===== src/design/rv_core_pkg.sv =====
package rv_core_pkg;

  localparam int xlen = 32;
  localparam int reg_addr_w = 5;
  localparam int dmem_addr_bits = 8; // 256 words
  localparam logic [xlen-1:0] pc_reset = 32'h8000_0000;

  // major opcodes of the supported subset
  localparam logic [6:0] op_imm    = 7'b001_0011;
  localparam logic [6:0] op_lui    = 7'b011_0111;
  localparam logic [6:0] op_auipc  = 7'b001_0111;
  localparam logic [6:0] op_jal    = 7'b110_1111;
  localparam logic [6:0] op_jalr   = 7'b110_0111;
  localparam logic [6:0] op_load   = 7'b000_0011;
  localparam logic [6:0] op_store  = 7'b010_0011;
  localparam logic [6:0] op_system = 7'b111_0011;

  // access size for loads and stores
  localparam logic [2:0] f3_byte   = 3'b000;
  localparam logic [2:0] f3_half   = 3'b001;
  localparam logic [2:0] f3_word   = 3'b010;
  localparam logic [2:0] f3_byte_u = 3'b100;
  localparam logic [2:0] f3_half_u = 3'b101;

  typedef enum logic [1:0] {wb_alu, wb_link, wb_load} wb_sel_e;
  typedef enum logic {pc_seq, pc_target} pc_sel_e;
  typedef enum logic [1:0] {opa_rs1, opa_pc, opa_zero} opa_sel_e;
  typedef enum logic [1:0] {imm_i, imm_s, imm_u, imm_j} imm_sel_e;

  typedef struct packed {
    logic [6:0]            funct7;
    logic [reg_addr_w-1:0] rs2;
    logic [reg_addr_w-1:0] rs1;
    logic [2:0]            funct3;
    logic [reg_addr_w-1:0] rd;
    logic [6:0]            opcode;
  } r_fmt_t;

  typedef struct packed {
    logic [11:0]           imm12;
    logic [reg_addr_w-1:0] rs1;
    logic [2:0]            funct3;
    logic [reg_addr_w-1:0] rd;
    logic [6:0]            opcode;
  } i_fmt_t;

  typedef struct packed {
    logic [6:0]            imm_hi;
    logic [reg_addr_w-1:0] rs2;
    logic [reg_addr_w-1:0] rs1;
    logic [2:0]            funct3;
    logic [4:0]            imm_lo;
    logic [6:0]            opcode;
  } s_fmt_t;

  typedef struct packed {
    logic [19:0]           imm20; // inst[31:12], also the raw j bits
    logic [reg_addr_w-1:0] rd;
    logic [6:0]            opcode;
  } u_fmt_t;

  // one instruction word, several decodings
  typedef union packed {
    r_fmt_t r_view;
    i_fmt_t i_view;
    s_fmt_t s_view;
    u_fmt_t u_view;
  } inst_u;

  typedef struct packed {
    logic     reg_we;
    logic     mem_re;
    logic     mem_we;
    logic     is_ebreak;
    opa_sel_e opa_sel;
    imm_sel_e imm_sel;
    wb_sel_e  wb_sel;
    pc_sel_e  pc_sel;
  } ctrl_t;

  typedef struct packed {
    logic [xlen-1:0] addr;  // byte address, memory uses the word bits
    logic [xlen-1:0] wdata; // already replicated into lanes
    logic [3:0]      mask;
  } mem_req_t;

  typedef struct packed {
    logic                  valid;
    logic [reg_addr_w-1:0] rd;
    logic [xlen-1:0]       data;
  } wb_t;

endpackage


===== src/design/imm_gen.sv =====
module imm_gen (
  input  rv_core_pkg::inst_u              inst,
  input  rv_core_pkg::imm_sel_e           imm_sel,
  output logic [rv_core_pkg::xlen-1:0]    imm
);
  import rv_core_pkg::*;

  logic [xlen-1:0] imm_i_ext;
  logic [xlen-1:0] imm_s_ext;
  logic [xlen-1:0] imm_u_ext;
  logic [xlen-1:0] imm_j_ext;
  logic            sign;

  assign sign = inst.u_view.imm20[19]; // inst[31] for every format

  assign imm_i_ext = {{20{sign}}, inst.i_view.imm12};
  assign imm_s_ext = {{20{sign}}, inst.s_view.imm_hi, inst.s_view.imm_lo};
  assign imm_u_ext = {inst.u_view.imm20, 12'h000};

  // j layout is imm[20|10:1|11|19:12] in inst[31:12]
  assign imm_j_ext = {{11{sign}},
                      sign,
                      inst.u_view.imm20[7:0],   // imm[19:12]
                      inst.u_view.imm20[8],     // imm[11]
                      inst.u_view.imm20[18:9],  // imm[10:1]
                      1'b0};

  always_comb begin
    case (imm_sel)
      imm_i:   imm = imm_i_ext;
      imm_s:   imm = imm_s_ext;
      imm_u:   imm = imm_u_ext;
      imm_j:   imm = imm_j_ext;
      default: imm = imm_i_ext;
    endcase
  end

endmodule


===== config.mk =====
export PLATFORM = sky130hd
export DESIGN_NAME = imm_gen
export DESIGN_NICKNAME = d
export VERILOG_FILES = /design/src/design/rv_core_pkg.sv /design/src/design/imm_gen.sv
export SDC_FILE = /design/constraint.sdc
export NUM_CORES = 1
export LEC_CHECK = 0
export ABC_AREA = 0
export BUFFER_PORTS_ARGS = -buffer_cell sky130_fd_sc_hd__buf_2
export CORE_UTILIZATION = 31
export DETAILED_ROUTE_END_ITERATION = 8
export GPL_TIMING_DRIVEN = 1
export PLACE_DENSITY = 0.93
export SLEW_MARGIN = 10
export SYNTH_ARGS = -nofsm -noshare
export SYNTH_HDL_FRONTEND = slang
export SYNTH_SLANG_ARGS = --single-unit
export TNS_END_PERCENT = 100

===== constraint.sdc =====
create_clock -name vclk -period 1.86
set_clock_uncertainty 0.05 [all_clocks]
set_input_delay 0.372 -clock vclk [all_inputs]
set_output_delay 0.372 -clock vclk [all_outputs]
set_load 0.005 [all_outputs]

Yosys cells after proc, flatten, opt, wreduce, memory -nomap -nowiden --
Index checks and enable logic that the tools add are counted.
Cells by class: equality and inequality tests 3, muxes and demuxes 1, reduce and logical (&&, ||, !) cells 1
Operators with widths (number):
- case mux 32 bit (4 select lines) | 1
- equality test 2 bit, second input constant | 2
- equality test 2 x 1 -> 1 bit, second input constant | 1
- logical NOT 2 bit | 1
Word-level totals: word-level logic and storage cells 5, input bits 34, register bits after elaboration 0

Logic depth before layout (Yosys ltp) --
Gate-level depths: netlist of the first run.
depth in word-level cells 2, mapped depth 5, gate-level depth less buffers 2

Least setup slack after synthesis of the first run --
OpenSTA, ideal clock, no wires.
path type in2out, start point input imm_sel[0], end point output imm[22] (netlist bit), cell stages on the path 5, setup slack 0.272 ns, arrival 1.166 ns, path buffers 3, cell sequence buf_4 nor2b_4 buf_6 buf_8 mux2_4
On the way: cells in the longest elaborated chain, start to end 2
Ends and longest elaborated chain:
- start, declared | line imm_gen.sv:3 | input rv_core_pkg::imm_sel_e imm_sel,
- equality test 2 bit (tied with other cells) | line imm_gen.sv:29 | case (imm_sel)
- case mux 32 bit (4 select lines) * | line imm_gen.sv:29
- end, declared | line imm_gen.sv:4 | output logic [rv_core_pkg::xlen-1:0] imm
Every way passes the cells marked *; elsewhere a longest branch is shown, timed or not. The select of a mux whose other input is x is not followed.

Worst setup path in the final report of the first run --
start point input imm_sel[1], end point output imm[13] (netlist bit)
Same word-level chain as after synthesis.

==> results of run 1 <==
## where the power goes
group          internal [mW]  switching, mW  leakage [nW]
logic                  0.108         0.0731         0.459
clock network              0              0             0
registers                  0              0             0
total                  0.108         0.0731         0.459
## critical path: cells and delay by family
kind          cells  cell delay (ns)
buf+inv           4             0.54
simple gates      2             0.39
## metal layers
metal / GRT usage / vias to the layer above / wire length [um] / part of all wire
li1: - / 298 / - / -
met1: 0.157 / 259 / 462 / 0.36
met2: 0.333 / 44 / 670 / 0.52
met3: 0 / 0 / 150 / 0.12
met4: 0 / 0 / 0 / 0
met5: 0 / - / 0 / 0
## cells in the mapped netlist
| library cell | instances |
|---|---|
| nand2_1 | 17 |
| and2b_1 | 4 |
| buf_8 | 1 |
| nand2b_1 | 1 |
| mux2i_1 | 1 |
| nor2b_4 | 1 |
| nor2b_1 | 2 |
| mux2_4 | 4 |
| mux2_2 | 11 |
| a22o_1 | 4 |
| buf_2 | 1 |
| nand3_1 | 1 |
| buf_4 | 2 |
| clkbuf_1 | 2 |
| buf_6 | 2 |
| nor2_1 | 2 |
## cell usage in the layout (no fill, tap or decap), types with 2 or more instances in the layout
| cell | instances |
|---|---|
| buf_2 | 59 |
| nand2_1 | 17 |
| mux2_2 | 11 |
| mux2_4 | 4 |
| and2b_1 | 4 |
| a22o_1 | 4 |
| buf_4 | 4 |
| nor2b_1 | 2 |
| nor2_1 | 2 |
## stage by stage
step | setup slack [ns] | total power [mW] | util
finish | 0.147 | 0.181 | 0.563
global route | 0.0660 | 0.199 | 0.563
CTS | 0.144 | 0.183 | 0.563
detailed placement | 0.147 | 0.182 | 0.563
global placement | 0.183 | 0.177 | 0.563
floorplan | 0.272 | 0.0984 | -
## logic make-up after synthesis
| kind of cell | after synthesis | synth area share |
|---|---|---|
| AND/OR/NAND/NOR | 28 | 0.321 |
| multiplexers | 16 | 0.448 |
| buffers and inverters | 8 | 0.150 |
| AO/OA/AOI/OAI | 4 | 0.0809 |
## cell type report
cell class / instances / area (sq um)
fillers: 135 / 569
well taps: 15 / 18.8
multi-input cells: 48 / 368
repair buffers: 64 / 345
## how the worst max path moves through the flow
stage,from,end,slack [ns],depth (start not counted)
after floorplan,imm_sel[0],imm[22],0.27,5
after global placement,imm_sel[1],imm[13],0.18,6
after detailed placement,imm_sel[1],imm[13],0.15,6
after CTS,imm_sel[1],imm[13],0.14,6
after global routing,imm_sel[1],imm[12],0.07,6
final,imm_sel[1],imm[13],0.15,6
==> metrics.md, run 1 <==
| Metric | Value |
|---|---|
| Total Routing Usage GR | 0.149 |
| Die width | 39.4 um |
| Max Clock Freq | 584 MHz |
| Sequential Area | 0 sq um |
| Setup TNS | 0 ns |
| Unrepaired setup endpoints after global routing | no |
| Critical Path End Type | primary output |
| Top-Level Pins | 66 |
| Slew Viols, Final | 0 |
| Yosys top cell area share | 0.286 |
| Post-CTS Setup Inserts | 0 |
| Wire per inst | 10.1 um |
| Hold-fix buffers, CTS | 0 |
| Post-route ant nets | 0 |
| Worst hold stages | 4 |
| Drt total wl | 1.28 mm |
| Placed cell area | 732 sq um |
| Required time of the critical path | 1.44 ns |
| # nets final | 148 |
| Min-delay src | inst[16] |
| ANT cells | 0 |
| Post-synthesis net count | 90 |
| DRC violations left | 0 |
| Unique masters post-synth | 16 |
| Largest net degree at the start of global routing | 15 |
| Non-filler instance count after layout | 127 |
| Max-cap viol count | 0 |
| CP max stage delay | 0.27 ns |
| Final-layout clock buffer total | 0 |
| TritonRoute pass-1 iters | 1 |
| Gpl congestion | 0.778 |
| Initial Util | 0.333 |
| Row count | 13 |
| Hold Path End | imm[16] |
| Final Setup Violations | 0 |
| Sequential area share after synthesis | 0 |
| Resized Gates After CTS | 0 |
| Post-Synthesis Cells | 56 |
| Slowest CP cell | nand2b_1 |
| Status | finished, final reports clean |
| Worst Setup Start Kind | primary input |
| Worst-Margin Slew | 0.280 ns |
| Dominant cells by area after synthesis | mux2_2 (29%), nand2_1 (15%), mux2_4 (14%) |
| Initial DRC count | 0 |
| Avg Synthesized Cell Area | 7.73 sq um |
| CORE AREA | 0.00130 sq mm |
| Die area | 0.00155 sq mm |
| First-pass GRT wire length | 1.64 mm |
| Slew headroom | 0.813 |
| Area leader, netlist | mux2_2 |
| Cell area after layout | 732 sq um |
| Crit-path cells | buf_2, buf_4, buf_4, nand2b_1, nand2_1, buf_2 |
| Top fanout value on the critical path | 11 |
| Arrival @ worst endpoint | 1.29 ns |
| Fin crit period | 1.71 ns |
| Remaining Overflow, GRT | 0 |
| Initial antenna violation count | 0 |
| WS Path Type | primary input to primary output |
| Inst Count DP | 127 |
| Share of cells above drive strength 1 | 0.714 |
| Ys Warns | 0 |
| IO buf count | 59 |
| Num sequential | 0 |
| Hold Vio Cnt, Final | 0 |
| Hold Path Class | primary input to primary output |
| Area grow syn2layout | 69.1% |
| Peak supply drop | 0.000134 V |
| Power Dens Cells | 247 mW/mm^2 |
| DR vias/cell | 4.73 |
| Die H | 39.4 um |
| Period utilisation layout | 0.921 |
| Number of global-route vias before repair | 408 |
| Synthesized area | 433 sq um |
| DP Wirelength | 1.10 mm |
| Vias post-DR | 601 |
| Leakage | 0.459 nW |
| Hold_ws | 0.956 ns |
Power figures use the tool's default switching activity.
==> run 2, diff against run 1 <==
- SETUP_SLACK_MARGIN: not set -> 0.4
==> run 2 against run 1 <==
Flip-flop and latch count unchanged; sequential share of layout area unchanged; via count unchanged; routed wire length up 12%; largest power group unchanged; highest routed layer unchanged; die area unchanged; critical path type unchanged; global-route usage up 2.8 points; largest cell class unchanged; combinational power up 14%; critical path depth down 1; core utilization up 6.4 points.
==> metrics.md, run 2 (synthesis gave the netlist of run 1 again) <==
| Metric | Value |
|---|---|
| Die width | 39.4 um |
| Hold-fix buffers, CTS | 0 |
| Sw frac | 0.388 |
| Max-cap viol count | 0 |
| Power share of the combinational group | 1.000 |
| IO buf count | 59 |
| Gpl congestion | 0.654 |
| Drt total wl | 1.44 mm |
| Hold_ws | 0.957 ns |
| DRC violations left | 0 |
| Commonest non-fill, non-tap cell in the layout | buf_2 |
| Initial Util | 0.333 |
| Area grow syn2layout | 88.4% |
| Top fanout value on the critical path | 14 |
| Initial DRC count | 3 |
| Critical Path End Type | primary output |
| Worst Setup EP | imm[25] |
| Most frequent cells in the layout | buf_2 (54), nand2_1 (17), mux2_4 (8) |
| Post-route ant nets | 0 |
| First-pass GRT wire length | 1.99 mm |
| WS Path Type | primary input to primary output |
| Sequential Area | 0 sq um |
| Status | finished, final reports clean |
| Arrival @ worst endpoint | 1.23 ns |
| Die area | 0.00155 sq mm |
| Share of cells above drive strength 1 | 0.737 |
| Worst Setup Start Kind | primary input |
| Unrepaired setup endpoints after global routing | yes |
| CP max stage delay | 0.33 ns |
| Largest net degree at the start of global routing | 15 |
| Area taken by multi-input logic gates | 402 sq um |
| DR vias/cell | 4.66 |
| Slowest CP cell | mux2_2 |
| Wire per inst | 11.2 um |
| FILL cells | 130 |
| Fin crit period | 1.65 ns |
| Slew headroom | 0.810 |
| Top-Level Pins | 66 |
| Hold Path Class | primary input to primary output |
| Required time of the critical path | 1.44 ns |
| Final Setup Violations | 0 |
| Final-layout clock buffer total | 0 |
| Net Sw Power | 0.0800 mW |
| Num sequential | 0 |
| # nets final | 150 |
| Sequential power share | 0 |
| Number of global-route vias before repair | 481 |
| DP Wirelength | 1.16 mm |
| Hold Vio Cnt, Final | 0 |
| Max Clock Freq | 605 MHz |
| TritonRoute pass-1 iters | 2 |
| Peak supply drop | 0.000127 V |
| P_int | 0.126 mW |
| CORE AREA | 0.00130 sq mm |
| Die H | 39.4 um |
| Vias post-DR | 601 |
| Initial antenna violation count | 0 |
| Worst-Margin Slew | 0.285 ns |
| Remaining Overflow, GRT | 0 |
| Row count | 13 |
| Clock group share of total power | 0 |
| Crit-path cells | buf_8, nor2b_4, buf_12, mux2_2, buf_2 |
| Setup TNS | 0 ns |
| Power Dens Cells | 253 mW/mm^2 |
| Period utilisation layout | 0.889 |
| Slew Viols, Final | 0 |
| Worst Setup SP | imm_sel[1] |
| ANT cells | 0 |
| Leakage | 0.501 nW |
| Total Routing Usage GR | 0.177 |
-- run 2: cell types whose count changed in the layout (fill, tap and decap cells not counted), sizes merged --
cell,previous run,this run
nand2b,1,2
buf,64,65
-- run 2: power by group through the flow --
| stage | Combinational, mW | Clock, mW | Sequential (mW) |
|---|---|---|---|
| after floorplan | 0.100 | 0 | 0 |
| after global routing | 0.228 | 0 | 0 |
| final | 0.206 | 0 | 0 |
| after detailed placement | 0.181 | 0 | 0 |
| after CTS | 0.203 | 0 | 0 |
| after global placement | 0.175 | 0 | 0 |
-- run 2: how the worst min path moves through the flow --
stage	from	end	slack [ns]	cells past startpoint
after floorplan	inst[31]	imm[31]	0.77	1
after global placement	inst[14]	imm[14]	0.96	4
after detailed placement	inst[18]	imm[18]	0.96	4
after CTS	inst[18]	imm[18]	0.96	4
after global routing	inst[14]	imm[14]	0.98	4
final	inst[18]	imm[18]	0.96	4
-- run 2: critical path: cells and delay by family --
family                 cells  cell delay (ns)
buffers and inverters      3             0.35
multiplexers               1             0.33
AND/OR/NAND/NOR            1             0.18
-- run 2: per-stage QoR --
step | power [mW] | std cells | instance area [sq um] | utilization | worst slack (ns)
final | 0.206 | 129 | 816 | 0.627 | 0.206
after global routing | 0.228 | 129 | 816 | 0.627 | 0.156
after CTS | 0.203 | 128 | 798 | 0.613 | 0.199
after detailed placement | 0.181 | 126 | 724 | 0.557 | 0.0816
after global placement | 0.175 | 126 | 724 | 0.557 | 0.0927
after floorplan | 0.100 | 56 | 440 | - | 0.298
-- run 2: cell type report --
| type | instances | share of cell area |
|---|---|---|
| multi-input combinational | 49 | 0.492 |
| timing repair buffer | 65 | 0.485 |
| tap | 15 | 0.0230 |
-- run 2: metal layers --
layer,wire length [um],track usage,part of all wire
met3,86,0,0.060
met5,0,0,0
met4,0,0.00862,0
met2,810,0.383,0.56
met1,544,0.193,0.38
-- run 2: what timing repair did --
action	CTS	global route
pin swaps	1	0
gates cloned	0	1
endpoints found under the setup margin	30	20
setup buffers	2	0
gates resized for setup	14	2
==> run 3, diff against run 2 <==
- SLEW_MARGIN: 10 -> 30
- clock period: 1.86 -> 1.9 ns (I/O delays scaled with it)
==> run 3 against run 2 <==
Flip-flop and latch count unchanged; sequential share of layout area unchanged; routed wire length up 18%; final cell count up 3.1%; largest power group unchanged; first-iteration DRC count up 33%; combinational power up 22%; power up 22%; non-clock buffer count up 4; worst setup slack better by 0.012 ns; highest routed layer unchanged; via count up 2.0%; largest cell class is now non-clock buffers.
==> metrics.md, run 3 (synthesis gave the netlist of run 1 again) <==
| Metric | Value |
|---|---|
| # nets final | 154 |
| DP Wirelength | 1.01 mm |
| Slew Viols, Final | 0 |
| TritonRoute pass-1 iters | 4 |
| Max-cap viol count | 0 |
| DRC violations left | 0 |
| Remaining Overflow, GRT | 0 |
| Fin crit period | 1.68 ns |
| CP max stage delay | 0.30 ns |
| Share of cells above drive strength 1 | 0.788 |
| Period utilisation layout | 0.885 |
| Hold-fix buffers, CTS | 0 |
| Inst Count DP | 125 |
| Initial antenna violation count | 0 |
| Power share of the combinational group | 1.000 |
| First-pass GRT wire length | 1.98 mm |
| ANT cells | 0 |
| Power Dens Cells | 257 mW/mm^2 |
| IO buf count | 59 |
| Commonest non-fill, non-tap cell in the layout | buf_2 |
| Peak supply drop | 0.000129 V |
| Most frequent cells in the layout | buf_2 (45), buf_6 (17), nand2_1 (13) |
| Total Routing Usage GR | 0.178 |
| Clock group share of total power | 0 |
| Num sequential | 0 |
| Sw frac | 0.365 |
| Number of global-route vias before repair | 469 |
| P_int | 0.160 mW |
| CORE AREA | 0.00130 sq mm |
| Sequential Area | 0 sq um |
| Top-Level Pins | 66 |
| Unrepaired setup endpoints after global routing | yes |
| Wire per inst | 12.7 um |
| Post-route ant nets | 0 |
| Stages on the worst setup path | 5 |
| Crit-path cells | buf_8, nor2b_4, clkbuf_16, mux2_4, buf_6 |
| DR vias/cell | 4.61 |
| Slew headroom | 0.797 |
| WS Path Type | primary input to primary output |
| Die H | 39.4 um |
| Sequential power share | 0 |
| Required time of the critical path | 1.47 ns |
| Worst Setup Start Kind | primary input |
| Critical Path End Type | primary output |
| Arrival @ worst endpoint | 1.25 ns |
| Worst hold stages | 4 |
| Non-filler instance count after layout | 133 |
| Die width | 39.4 um |
| Setup TNS | 0 ns |
| Slowest CP cell | mux2_4 |
| Drt total wl | 1.70 mm |
| Die area | 0.00155 sq mm |
| Critical path buffers and inverters | 3 |
| CP delay by family, top | buffers and inverters |
| Gpl congestion | 0.653 |
| Top fanout value on the critical path | 5 |
| Row count | 13 |
| Initial DRC count | 4 |
| Initial Util | 0.333 |
| Largest net degree at the start of global routing | 15 |
| Final-layout clock buffer total | 0 |
| Leakage | 0.580 nW |
| Final Setup Violations | 0 |
| Worst-Margin Slew | 0.304 ns |
| Net Sw Power | 0.0917 mW |
| Status | finished, final reports clean |
| Hold Vio Cnt, Final | 0 |
| Max Clock Freq | 595 MHz |
| Hold Path Class | primary input to primary output |
| Area grow syn2layout | 126% |
| Vias post-DR | 613 |
run 3: cell count changes in the layout (fill, tap and decap cells not counted), moves of 4 or more:
cell | before | now
nand2_1 | 17 | 13
mux2_4 | 8 | 12
buf_2 | 54 | 45
buf_6 | 6 | 17
mux2_2 | 7 | 3
nand2_2 | 0 | 4
run 3: per-stage QoR:
step / power (mW) / worst slack (ns) / instance area (sq um) / hold slack, ns / util
floorplan: 0.0979 / 0.322 / 440 / 0.791 / -
global placement: 0.170 / 0.0795 / 717 / 0.972 / 0.551
detailed placement: 0.174 / 0.0716 / 717 / 0.975 / 0.551
CTS: 0.231 / 0.191 / 927 / 0.975 / 0.713
global route: 0.272 / 0.185 / 977 / 0.998 / 0.751
finish: 0.251 / 0.218 / 977 / 0.972 / 0.751
run 3: per-layer routing:
metal	global-route usage	wire length, um	up-vias
met3	0	80	0
li1	-	-	314
met5	0	0	-
met2	0.363	1010	26
met4	0	0	0
met1	0.217	605	273
run 3: final cells by class:
cell class                 instances  area [sq um]
fill                             101           324
multi-input combinational         49           439
tap                               15          18.8
timing repair buffer              69           519
run 3: power groups by stage:
stage / registers [mW] / logic (mW) / clock network [mW]
floorplan: 0 / 0.0979 / 0
detailed placement: 0 / 0.174 / 0
CTS: 0 / 0.231 / 0
global placement: 0 / 0.170 / 0
global route: 0 / 0.272 / 0
finish: 0 / 0.251 / 0
run 3: worst paths after layout:
kind | endpoint | slack [ns] | from
setup / recovery | imm[26] | 0.22 | imm_sel[1]
hold / removal | imm[12] | 0.97 | inst[12]
run 3: tightest hold or removal path, delay by kind of cell:
kind	cells	cell delay (ns)
buffers and inverters	2	0.17
and+or+nand+nor	2	0.09
run 3: repair_timing:
| action | 4_1_cts | 5_1_grt |
|---|---|---|
| setup buffers | 6 | 0 |
| pin swaps | 0 | 1 |
| resized for setup | 28 | 12 |
| endpoints found under the setup margin | 30 | 29 |
| cloned | 2 | 0 |
